==> src/dbg_pkg.sv <==
////////////////////////////////////////////////////////////
// Debug server package: field types, protocol byte codes,
// memory size and the control FSM states
////////////////////////////////////////////////////////////

`default_nettype none

package dbg_pkg;

  // Field widths
  typedef logic [7:0]  byte_t;
  typedef logic [7:0]  mem_addr_t;
  typedef logic [15:0] len_t;
  typedef logic [63:0] entry_t;
  typedef logic [31:0] word_t;

  localparam int unsigned MemBytes = 256;

  // Host command codes
  localparam byte_t CmdRead  = 8'h11;
  localparam byte_t CmdWrite = 8'h12;
  localparam byte_t CmdExec  = 8'h13;

  // Target responses, ACK doubles as the challenge byte
  localparam byte_t RespAck = 8'h06;
  localparam byte_t RespEot = 8'h04;
  localparam byte_t RespEoc = 8'h14;

  typedef enum logic [3:0] {
    StIdle,
    StHeader,
    StAck,
    StWrData,
    StRdReq,
    StRdSend,
    StEot,
    StEoc,
    StExit
  } ctrl_state_e;

endpackage

`default_nettype wire

==> src/dbg_field_if.sv <==
////////////////////////////////////////////////////////////
// Control to field datapath strobes and field status
////////////////////////////////////////////////////////////

`timescale 1ns/10ps
`default_nettype none

interface dbg_field_if import dbg_pkg::*; ();

  // Strobes from control
  logic      shift_addr;
  logic      shift_len;
  byte_t     field_byte;
  logic      step;
  logic      load_exit;
  logic      shift_exit;
  logic      load_entry;

  // Field state back to control and memory
  logic      len_done;
  byte_t     exit_byte;
  entry_t    entry;
  mem_addr_t cur_addr;

  modport ctrl (
    output shift_addr, shift_len, field_byte, step, load_exit, shift_exit, load_entry,
    input  len_done, exit_byte
  );

  modport fields (
    input  shift_addr, shift_len, field_byte, step, load_exit, shift_exit, load_entry,
    output len_done, exit_byte, entry, cur_addr
  );

  modport mem (
    input cur_addr
  );

endinterface

`default_nettype wire

==> src/dbg_mem_if.sv <==
////////////////////////////////////////////////////////////
// Control to memory write and read port
////////////////////////////////////////////////////////////

`timescale 1ns/10ps
`default_nettype none

interface dbg_mem_if import dbg_pkg::*; ();

  logic  we;
  byte_t wdata;
  logic  rd_en;
  // Valid one cycle after rd_en
  byte_t rdata;

  modport ctrl (
    output we, wdata, rd_en,
    input  rdata
  );

  modport mem (
    input  we, wdata, rd_en,
    output rdata
  );

endinterface

`default_nettype wire

==> src/uart_rx.sv <==
////////////////////////////////////////////////////////////
// UART 8N1 receiver, mid-bit sampling, LSB first
////////////////////////////////////////////////////////////

`timescale 1ns/10ps
`default_nettype none

module uart_rx import dbg_pkg::*; #(
  parameter int unsigned ClksPerBit = 16
) (
  input  logic  clk,
  input  logic  rst_i,
  input  logic  rx_i,
  output logic  rx_valid_o,
  output byte_t rx_data_o
);

  localparam int unsigned CntW = $clog2(2 * ClksPerBit);
  localparam logic [CntW-1:0] HalfCnt = CntW'(ClksPerBit / 2 - 1);
  localparam logic [CntW-1:0] BitCnt  = CntW'(ClksPerBit - 1);
  // Back in idle exactly when a back-to-back start bit reaches the synchronizer
  localparam logic [CntW-1:0] EndCnt  = CntW'(ClksPerBit + ClksPerBit / 2 - 2);

  typedef enum logic [1:0] {RxIdle, RxStart, RxData, RxStop} rx_state_e;

  rx_state_e       state_q;
  logic            rx_meta_q;
  logic            rx_sync_q;
  logic [CntW-1:0] cnt_q;
  logic [2:0]      bit_q;
  logic            valid_q;
  logic            sample;
  byte_t           data_q;

  // Two-flop synchronizer, idles high
  always_ff @(posedge clk) begin
    if (rst_i) begin
      rx_meta_q <= 1'b1;
      rx_sync_q <= 1'b1;
    end else begin
      rx_meta_q <= rx_i;
      rx_sync_q <= rx_meta_q;
    end
  end

  assign sample = (state_q == RxData) && (cnt_q == BitCnt);

  always_ff @(posedge clk) begin
    if (rst_i) begin
      state_q <= RxIdle;
      cnt_q   <= '0;
      bit_q   <= '0;
      valid_q <= 1'b0;
    end else begin
      valid_q <= 1'b0;
      cnt_q   <= cnt_q + 1'b1;
      unique case (state_q)
        RxIdle: begin
          cnt_q <= '0;
          bit_q <= '0;
          if (!rx_sync_q) begin
            state_q <= RxStart;
          end
        end
        RxStart: begin
          // Glitch shorter than half a bit returns to idle
          if (cnt_q == HalfCnt) begin
            cnt_q   <= '0;
            state_q <= rx_sync_q ? RxIdle : RxData;
          end
        end
        RxData: begin
          if (sample) begin
            cnt_q <= '0;
            bit_q <= bit_q + 1'b1;
            if (bit_q == 3'd7) begin
              state_q <= RxStop;
            end
          end
        end
        RxStop: begin
          // Framing error drops the byte
          if (cnt_q == BitCnt && !rx_sync_q) begin
            state_q <= RxIdle;
          end else if (cnt_q == EndCnt) begin
            valid_q <= 1'b1;
            state_q <= RxIdle;
          end
        end
        default: state_q <= RxIdle;
      endcase
    end
  end

  always_ff @(posedge clk) begin
    if (sample) begin
      data_q <= {rx_sync_q, data_q[7:1]};
    end
  end

  assign rx_valid_o = valid_q;
  assign rx_data_o  = data_q;

endmodule

`default_nettype wire

==> src/uart_tx.sv <==
////////////////////////////////////////////////////////////
// UART 8N1 transmitter with busy level
////////////////////////////////////////////////////////////

`timescale 1ns/10ps
`default_nettype none

module uart_tx import dbg_pkg::*; #(
  parameter int unsigned ClksPerBit = 16
) (
  input  logic  clk,
  input  logic  rst_i,
  input  logic  tx_start_i,
  input  byte_t tx_data_i,
  output logic  tx_o,
  output logic  tx_busy_o
);

  localparam int unsigned CntW = $clog2(ClksPerBit);

  logic            busy_q;
  logic            tx_q;
  logic [CntW-1:0] cnt_q;
  logic [3:0]      bit_q;
  logic            bit_end;
  // Data bits followed by the stop bit
  logic [8:0]      shift_q;

  assign bit_end = busy_q && (cnt_q == CntW'(ClksPerBit - 1));

  always_ff @(posedge clk) begin
    if (rst_i) begin
      busy_q <= 1'b0;
      tx_q   <= 1'b1;
      cnt_q  <= '0;
      bit_q  <= '0;
    end else if (!busy_q) begin
      if (tx_start_i) begin
        busy_q <= 1'b1;
        tx_q   <= 1'b0;
        cnt_q  <= '0;
        bit_q  <= '0;
      end
    end else begin
      cnt_q <= cnt_q + 1'b1;
      if (bit_end) begin
        cnt_q <= '0;
        bit_q <= bit_q + 1'b1;
        // Bit 9 is the stop bit, line stays high afterwards
        if (bit_q == 4'd9) begin
          busy_q <= 1'b0;
        end else begin
          tx_q <= shift_q[0];
        end
      end
    end
  end

  always_ff @(posedge clk) begin
    if (tx_start_i && !busy_q) begin
      shift_q <= {1'b1, tx_data_i};
    end else if (bit_end) begin
      shift_q <= {1'b1, shift_q[8:1]};
    end
  end

  assign tx_o      = tx_q;
  assign tx_busy_o = busy_q;

endmodule

`default_nettype wire

==> src/dbg_cmd_fields.sv <==
////////////////////////////////////////////////////////////
// Address, length, entry and exit-code registers
////////////////////////////////////////////////////////////

`timescale 1ns/10ps
`default_nettype none

module dbg_cmd_fields import dbg_pkg::*; (
  input  logic         clk,
  input  logic         rst_i,
  input  word_t        exit_code_i,
  dbg_field_if.fields  field_if
);

  entry_t addr_q;
  len_t   len_q;
  word_t  exit_q;
  entry_t entry_q;

  // Little-endian fields, each new byte enters at the top
  always_ff @(posedge clk) begin
    if (field_if.shift_addr) begin
      addr_q <= {field_if.field_byte, addr_q[63:8]};
    end else if (field_if.step) begin
      addr_q <= addr_q + 64'd1;
    end
    if (field_if.shift_len) begin
      len_q <= {field_if.field_byte, len_q[15:8]};
    end else if (field_if.step) begin
      len_q <= len_q - 16'd1;
    end
    if (field_if.load_exit) begin
      exit_q <= exit_code_i;
    end else if (field_if.shift_exit) begin
      exit_q <= {8'h00, exit_q[31:8]};
    end
  end

  // Entry holds until the next exec, loaded with the last address byte
  always_ff @(posedge clk) begin
    if (rst_i) begin
      entry_q <= '0;
    end else if (field_if.load_entry) begin
      entry_q <= {field_if.field_byte, addr_q[63:8]};
    end
  end

  assign field_if.cur_addr  = addr_q[7:0];
  assign field_if.len_done  = (len_q == '0);
  assign field_if.exit_byte = exit_q[7:0];
  assign field_if.entry     = entry_q;

endmodule

`default_nettype wire

==> src/dbg_mem.sv <==
////////////////////////////////////////////////////////////
// Byte memory with synchronous write and registered read
////////////////////////////////////////////////////////////

`timescale 1ns/10ps
`default_nettype none

module dbg_mem import dbg_pkg::*; (
  input  logic      clk,
  dbg_mem_if.mem    mem_if,
  dbg_field_if.mem  field_if
);

  byte_t mem_q [MemBytes];
  byte_t rdata_q;

  // Index is 8 bits wide, so addresses wrap
  always_ff @(posedge clk) begin
    if (mem_if.we) begin
      mem_q[field_if.cur_addr] <= mem_if.wdata;
    end
    if (mem_if.rd_en) begin
      rdata_q <= mem_q[field_if.cur_addr];
    end
  end

  assign mem_if.rdata = rdata_q;

endmodule

`default_nettype wire

==> src/dbg_ctrl.sv <==
////////////////////////////////////////////////////////////
// Debug protocol FSM: command decode, header count,
// data transfer and reply byte selection
////////////////////////////////////////////////////////////

`timescale 1ns/10ps
`default_nettype none

module dbg_ctrl import dbg_pkg::*; (
  input  logic       clk,
  input  logic       rst_i,
  input  logic       rx_valid_i,
  input  byte_t      rx_data_i,
  input  logic       tx_busy_i,
  input  logic       eoc_i,
  output logic       tx_start_o,
  output byte_t      tx_data_o,
  output logic       exec_o,
  dbg_field_if.ctrl  field_if,
  dbg_mem_if.ctrl    mem_if
);

  ctrl_state_e state_q;
  ctrl_state_e state_d;
  byte_t       cmd_q;
  logic [3:0]  cnt_q;
  logic        hdr_last;
  logic        exec_q;

  // Exec sends only the entry address, read and write add a length
  assign hdr_last = (cmd_q == CmdExec) ? (cnt_q == 4'd7) : (cnt_q == 4'd15);

  assign field_if.field_byte = rx_data_i;
  assign mem_if.wdata        = rx_data_i;

  ////////////////////////////////////////////////////////////
  // Next state and strobes
  ////////////////////////////////////////////////////////////

  always_comb begin
    state_d             = state_q;
    tx_start_o          = 1'b0;
    tx_data_o           = RespAck;
    field_if.shift_addr = 1'b0;
    field_if.shift_len  = 1'b0;
    field_if.step       = 1'b0;
    field_if.load_exit  = 1'b0;
    field_if.shift_exit = 1'b0;
    field_if.load_entry = 1'b0;
    mem_if.we           = 1'b0;
    mem_if.rd_en        = 1'b0;
    unique case (state_q)
      StIdle: begin
        if (eoc_i) begin
          field_if.load_exit = 1'b1;
          state_d            = StEoc;
        end else if (rx_valid_i) begin
          if (rx_data_i == RespAck) begin
            state_d = StAck;
          end else if (rx_data_i inside {CmdRead, CmdWrite, CmdExec}) begin
            state_d = StHeader;
          end
        end
      end
      StHeader: begin
        if (rx_valid_i) begin
          // Only the two low length bytes are kept
          field_if.shift_addr = (cnt_q < 4'd8);
          field_if.shift_len  = (cnt_q == 4'd8) || (cnt_q == 4'd9);
          field_if.load_entry = hdr_last && (cmd_q == CmdExec);
          if (hdr_last) begin
            state_d = StAck;
          end
        end
      end
      StAck: begin
        tx_start_o = !tx_busy_i;
        if (!tx_busy_i) begin
          case (cmd_q)
            CmdWrite: state_d = StWrData;
            CmdRead:  state_d = StRdReq;
            default:  state_d = StIdle;
          endcase
        end
      end
      StWrData: begin
        if (field_if.len_done) begin
          state_d = StEot;
        end else if (rx_valid_i) begin
          mem_if.we     = 1'b1;
          field_if.step = 1'b1;
        end
      end
      StRdReq: begin
        if (field_if.len_done) begin
          state_d = StEot;
        end else begin
          mem_if.rd_en = 1'b1;
          state_d      = StRdSend;
        end
      end
      StRdSend: begin
        tx_data_o  = mem_if.rdata;
        tx_start_o = !tx_busy_i;
        if (!tx_busy_i) begin
          field_if.step = 1'b1;
          state_d       = StRdReq;
        end
      end
      StEot: begin
        tx_data_o  = RespEot;
        tx_start_o = !tx_busy_i;
        if (!tx_busy_i) begin
          state_d = StIdle;
        end
      end
      StEoc: begin
        tx_data_o  = RespEoc;
        tx_start_o = !tx_busy_i;
        if (!tx_busy_i) begin
          state_d = StExit;
        end
      end
      StExit: begin
        // Exit code goes out LSB first
        tx_data_o  = field_if.exit_byte;
        tx_start_o = !tx_busy_i;
        if (!tx_busy_i) begin
          field_if.shift_exit = 1'b1;
          if (cnt_q == 4'd3) begin
            state_d = StIdle;
          end
        end
      end
      default: state_d = StIdle;
    endcase
  end

  always_ff @(posedge clk) begin
    if (rst_i) begin
      state_q <= StIdle;
      cmd_q   <= '0;
      cnt_q   <= '0;
      exec_q  <= 1'b0;
    end else begin
      state_q <= state_d;
      exec_q  <= field_if.load_entry;
      if (state_q == StIdle && rx_valid_i) begin
        cmd_q <= rx_data_i;
      end
      // One counter for header bytes and exit-code bytes
      if (state_d != state_q) begin
        cnt_q <= '0;
      end else if ((state_q == StHeader && rx_valid_i) || (state_q == StExit && tx_start_o)) begin
        cnt_q <= cnt_q + 4'd1;
      end
    end
  end

  assign exec_o = exec_q;

endmodule

`default_nettype wire

==> src/dbg_uart_server.sv <==
////////////////////////////////////////////////////////////
// UART debug server top: receiver, transmitter, control,
// field registers and memory
////////////////////////////////////////////////////////////

`timescale 1ns/10ps
`default_nettype none

module dbg_uart_server import dbg_pkg::*; #(
  parameter int unsigned ClksPerBit = 16
) (
  input  logic   clk,
  input  logic   rst_i,
  input  logic   uart_rx_i,
  input  logic   eoc_i,
  input  word_t  exit_code_i,
  output logic   uart_tx_o,
  output logic   exec_o,
  output entry_t entry_o
);

  logic  rx_valid;
  byte_t rx_data;
  logic  tx_start;
  byte_t tx_data;
  logic  tx_busy;

  dbg_field_if field_if ();
  dbg_mem_if   mem_if ();

  uart_rx #(
    .ClksPerBit ( ClksPerBit )
  ) i_uart_rx (
    .clk        ( clk       ),
    .rst_i      ( rst_i     ),
    .rx_i       ( uart_rx_i ),
    .rx_valid_o ( rx_valid  ),
    .rx_data_o  ( rx_data   )
  );

  uart_tx #(
    .ClksPerBit ( ClksPerBit )
  ) i_uart_tx (
    .clk        ( clk       ),
    .rst_i      ( rst_i     ),
    .tx_start_i ( tx_start  ),
    .tx_data_i  ( tx_data   ),
    .tx_o       ( uart_tx_o ),
    .tx_busy_o  ( tx_busy   )
  );

  dbg_ctrl i_dbg_ctrl (
    .clk        ( clk      ),
    .rst_i      ( rst_i    ),
    .rx_valid_i ( rx_valid ),
    .rx_data_i  ( rx_data  ),
    .tx_busy_i  ( tx_busy  ),
    .eoc_i      ( eoc_i    ),
    .tx_start_o ( tx_start ),
    .tx_data_o  ( tx_data  ),
    .exec_o     ( exec_o   ),
    .field_if   ( field_if ),
    .mem_if     ( mem_if   )
  );

  dbg_cmd_fields i_dbg_cmd_fields (
    .clk         ( clk         ),
    .rst_i       ( rst_i       ),
    .exit_code_i ( exit_code_i ),
    .field_if    ( field_if    )
  );

  dbg_mem i_dbg_mem (
    .clk      ( clk      ),
    .mem_if   ( mem_if   ),
    .field_if ( field_if )
  );

  assign entry_o = field_if.entry;

endmodule

`default_nettype wire

==> config.mk <==
export PLATFORM = sky130hd
export DESIGN_NAME = dbg_uart_server
export DESIGN_NICKNAME = d
export VERILOG_FILES = /design/src/dbg_pkg.sv /design/src/dbg_field_if.sv /design/src/dbg_mem_if.sv /design/src/uart_rx.sv /design/src/uart_tx.sv /design/src/dbg_cmd_fields.sv /design/src/dbg_mem.sv /design/src/dbg_ctrl.sv /design/src/dbg_uart_server.sv
export SDC_FILE = /design/constraint.sdc
export NUM_CORES = 2
export LEC_CHECK = 0
export ABC_AREA = 1
export BUFFER_PORTS_ARGS = -buffer_cell sky130_fd_sc_hd__buf_2
export CORE_UTILIZATION = 40
export DETAILED_ROUTE_END_ITERATION = 16
export GPL_TIMING_DRIVEN = 0
export RECOVER_POWER = 25
export SKIP_LAST_GASP = 1
export SLEW_MARGIN = 40
export SYNTH_ARGS = -nofsm -noshare
export SYNTH_HDL_FRONTEND = slang
export SYNTH_HIERARCHICAL = 1
export SYNTH_SLANG_ARGS = --single-unit
==> constraint.sdc <==
create_clock -name clk -period 9.7 [get_ports clk]
set_clock_uncertainty 0.05 [all_clocks]
set_input_delay 1.94 -clock clk [delete_from_list [all_inputs] [get_ports clk]]
set_output_delay 1.94 -clock clk [all_outputs]
set_load 0.01 [all_outputs]
==> out/metrics.yaml <==
place:
  hpwl_um: 213000
  port-buffer-count: 101
  gp_congestion: 1.01
route:
  drt-total-wl_um: 303000
  ant_nets: 0
  remaining_drc_errors: 0
  drtPass1Iterations: 8
  vias: 69529
  wl_per_cell_um: 22.6
  routed_via_density: 5.19
  drt_iter0_drc: 8201
hold_path:
  min_from: "i_uart_rx/rx_meta_q"
  hold_class: "flop to flop"
  hold_end: "i_uart_rx/rx_sync_q"
  holdPathStages: 1
clock_tree:
  ctsHoldBuffers: 0
  cts.clk_slew.worst_paths_ns: 0.06
  cts-resized-gates: 0
  cts_setup_buffers: 0
  htreeDepth: 4
  cts.sinks: 2288
  cts.path.max_buffers: 3
  numCtsBuffers: 232
  clk-insertion-delay-late_ns: 0.88
  cts_tree: "done"
  cts_root_buf: "clkbuf_16"
run_status:
  status: "finished with violations"
  violations: "max-capacitance violations, max-slew violations"
synth:
  synth_cell_types: 49
  synth_flop_cell: "edfxtp_1"
  yosysTopAreaCellShare_pct: 67.4
  synth_mux_area_share_pct: 0
  syn_nets: 9694
  async_flop_share_pct: 0
  synth_area_leaders: "edfxtp_1 67%, nand2_1 21%, nor2_1 2.2%, dfxtp_1 2.1%, nand3_1 1.3%"
  synth_fa_ha_area_share_pct: 0.167
  synth_most_common_cell: "nand2_1"
  synth-xor-area-share_pct: 0.315
  synth_cells: 9645
  synth_top_area_cell: "edfxtp_1"
  synth_top_family_by_area: "simple AND/OR/NAND/NOR gates"
  avgSynthCellArea_sq_um: 10.1
  synth_compound_area_share_pct: 2.18
  ys_seq_area_share_pct: 69.6
  yosysWarnings: 6
  syn_area_sq_um: 97300
  synth-edff-count: 2184
  synth_commonest_cells: "5,340 x nand2_1, 2,184 x edfxtp_1, 580 x nor2_1, 252 x nand3_1, 205 x clkbuf_1"
  synth_seq_cells: 2288
  yosys.area_share.simple_pct: 24.7
pwr:
  power_density_nw_per_um2: 202
  p_leak_uw: 0.0432
  ir_drop_uv: 203
grt:
  antenna_found_initial: 9
  gr-usage-all-layers_pct: 24.4
  overflow: 0
  grt_pass1_vias: 65855
  grt_pass1_wl_um: 436000
  grt_max_degree: 78
floorplan:
  start_util_pct: 40.3
  die_w_um: 495
  rows: 180
  io-pin-count: 102
  dieArea_sq_um: 245000
  core_area_sq_um: 241000
  die_h_um: 495
final_layout:
  final.fill_count: 22458
  fin_nets: 10059
  ff_latch_area_sq_um: 67700
  drive_gt1_share_pct: 7.77
  area_delta_synth_final_pct: 12.9
  final_util_pct: 45.5
  multi_input_area_sq_um: 26700
setup_path:
  reg2reg_setup_slack_ns: 2.55
  cp-start-kind: "flop"
  worstPathArrival_ns: 7.14
  reg2reg_from: "i_uart_rx/rx_data_o[4]"
  critPathKind: "flop to flop"
  crit_path_end_kind: "flop"
  cp.required_ns: 9.69
  crit_fanout: 63
  reg2reg_depth: 2
  r2r-end: "i_dbg_mem/mem_q[180][4]"
timing:
  rsz0062_at_grt: "false"
  hold_viol_final: 0
  slew_viol_final: 1445
  fin_crit_ns: 7.15
  relSlewSlack_pct: -183
  final.period_utilization_pct: 73.8
  tns_ns: 0
  whs_ns: 0.366
  fmax_mhz: 140
  worstMarginPinSlew_ns: 4.25
  setup_violations: 0
run:
  cap_violations: 24
==> sequential cells by signal (all words and copies together), names as in the netlist, 3 cells and up, named ones only <==
signal / flops
i_dbg_cmd_fields/addr_q: 64
i_dbg_cmd_fields/exit_q: 32
i_dbg_cmd_fields/field_if.entry: 64
i_dbg_cmd_fields/len_q: 16
i_dbg_ctrl/cmd_q: 8
i_dbg_ctrl/cnt_q: 4
i_dbg_ctrl/state_q: 4
i_dbg_mem/mem_if.rdata: 8
i_dbg_mem/mem_q: 2048
i_uart_rx/bit_q: 3
i_uart_rx/cnt_q: 5
i_uart_rx/rx_data_o: 8
i_uart_tx/bit_q: 4
i_uart_tx/cnt_q: 4
i_uart_tx/shift_q: 8
==> metal layers <==
metal  GRT usage, %  up-vias  share of wire, %
met4           10.5        4               4.6
met3           4.39      580               8.8
li1               -    32356                 -
met5              0        -             0.011
met2           38.8     2958                46
met1           32.7    33631                41
==> where the power goes <==
group	switching [uW]	internal, uW	total (uW)
logic	1780	564	2350
clock network	3830	5050	8880
registers	94.7	10800	10900
total	5710	16500	22200
==> final cells by class <==
cell class,count,area share (%)
Inverter,166,0.573
Sequential cell,2288,61.6
Tap cell,3185,3.63
Antenna cell,4,0.00912
Buffer,498,2.10
Timing Repair Buffer,131,0.853
Clock inverter,140,1.33
Multi-Input combinational cell,6693,24.3
Clock buffer,287,5.52
==> placed cells by master, fill, tap and decap left out, types with 7 or more instances in the layout <==
cell type,count
a211oi_1,32
a21oi_1,91
a31oi_1,7
buf_1,58
buf_16,12
buf_2,289
buf_4,31
buf_6,7
bufinv_16,23
clkbuf_1,259
clkbuf_16,233
clkbuf_2,21
clkinv_1,49
clkinv_2,52
dfxtp_1,104
edfxtp_1,2184
ha_1,13
inv_1,143
inv_2,17
nand2_1,5339
nand2_2,12
nand3_1,252
nand4_1,14
nor2_1,556
nor2_2,41
nor2_4,8
nor3_1,9
o21ai_0,110
o21ai_1,135
xor2_1,30
==> critical path: stages, from the launching register on <==
cell and delay (ns):
edfxtp_1 0.49, clkbuf_1 2.59, clkbuf_1 3.00
==> metrics by stage <==
stage          instance area [sq um]  worst slack, ns  total power [uW]  instances
6_report                      110000             2.55             22200      13392
5_1_grt                       110000             2.46             22900      13389
4_1_cts                       110000             4.66             22200      13388
3_3_place_gp                  102000             4.53             13400      12931
2_1_floorplan                  97300             6.39             12500       9645
3_5_place_dp                  103000             4.71             13400      12961
==> worst max-delay path by stage <==
stage	startpoint	endpoint	slack, ns	cells past startpoint
3_5_place_dp	i_dbg_cmd_fields/len_q[0]	i_dbg_mem/mem_q[165][3]	4.71	13
3_3_place_gp	i_dbg_cmd_fields/len_q[0]	i_dbg_mem/mem_q[143][7]	4.53	13
5_1_grt	i_uart_rx/rx_data_o[4]	i_dbg_mem/mem_q[182][4]	2.46	2
4_1_cts	i_dbg_cmd_fields/len_q[0]	i_dbg_mem/mem_q[165][5]	4.66	13
6_report	i_uart_rx/rx_data_o[4]	i_dbg_mem/mem_q[180][4]	2.55	2
2_1_floorplan	i_dbg_ctrl/state_q[0]	i_dbg_cmd_fields/addr_q[0]	6.39	8
==> cells by family (layout without fill, tap and decap cells) <==
group / Yosys count / in the layout
compound gates: 394 / 394
xor+xnor: 35 / 35
fa+ha+maj: 13 / 13
buf+inv: 664 / 1222
flops: 2288 / 2288
other cells: 0 / 4
simple gates: 6251 / 6251
(Power assumes the default switching activity.)
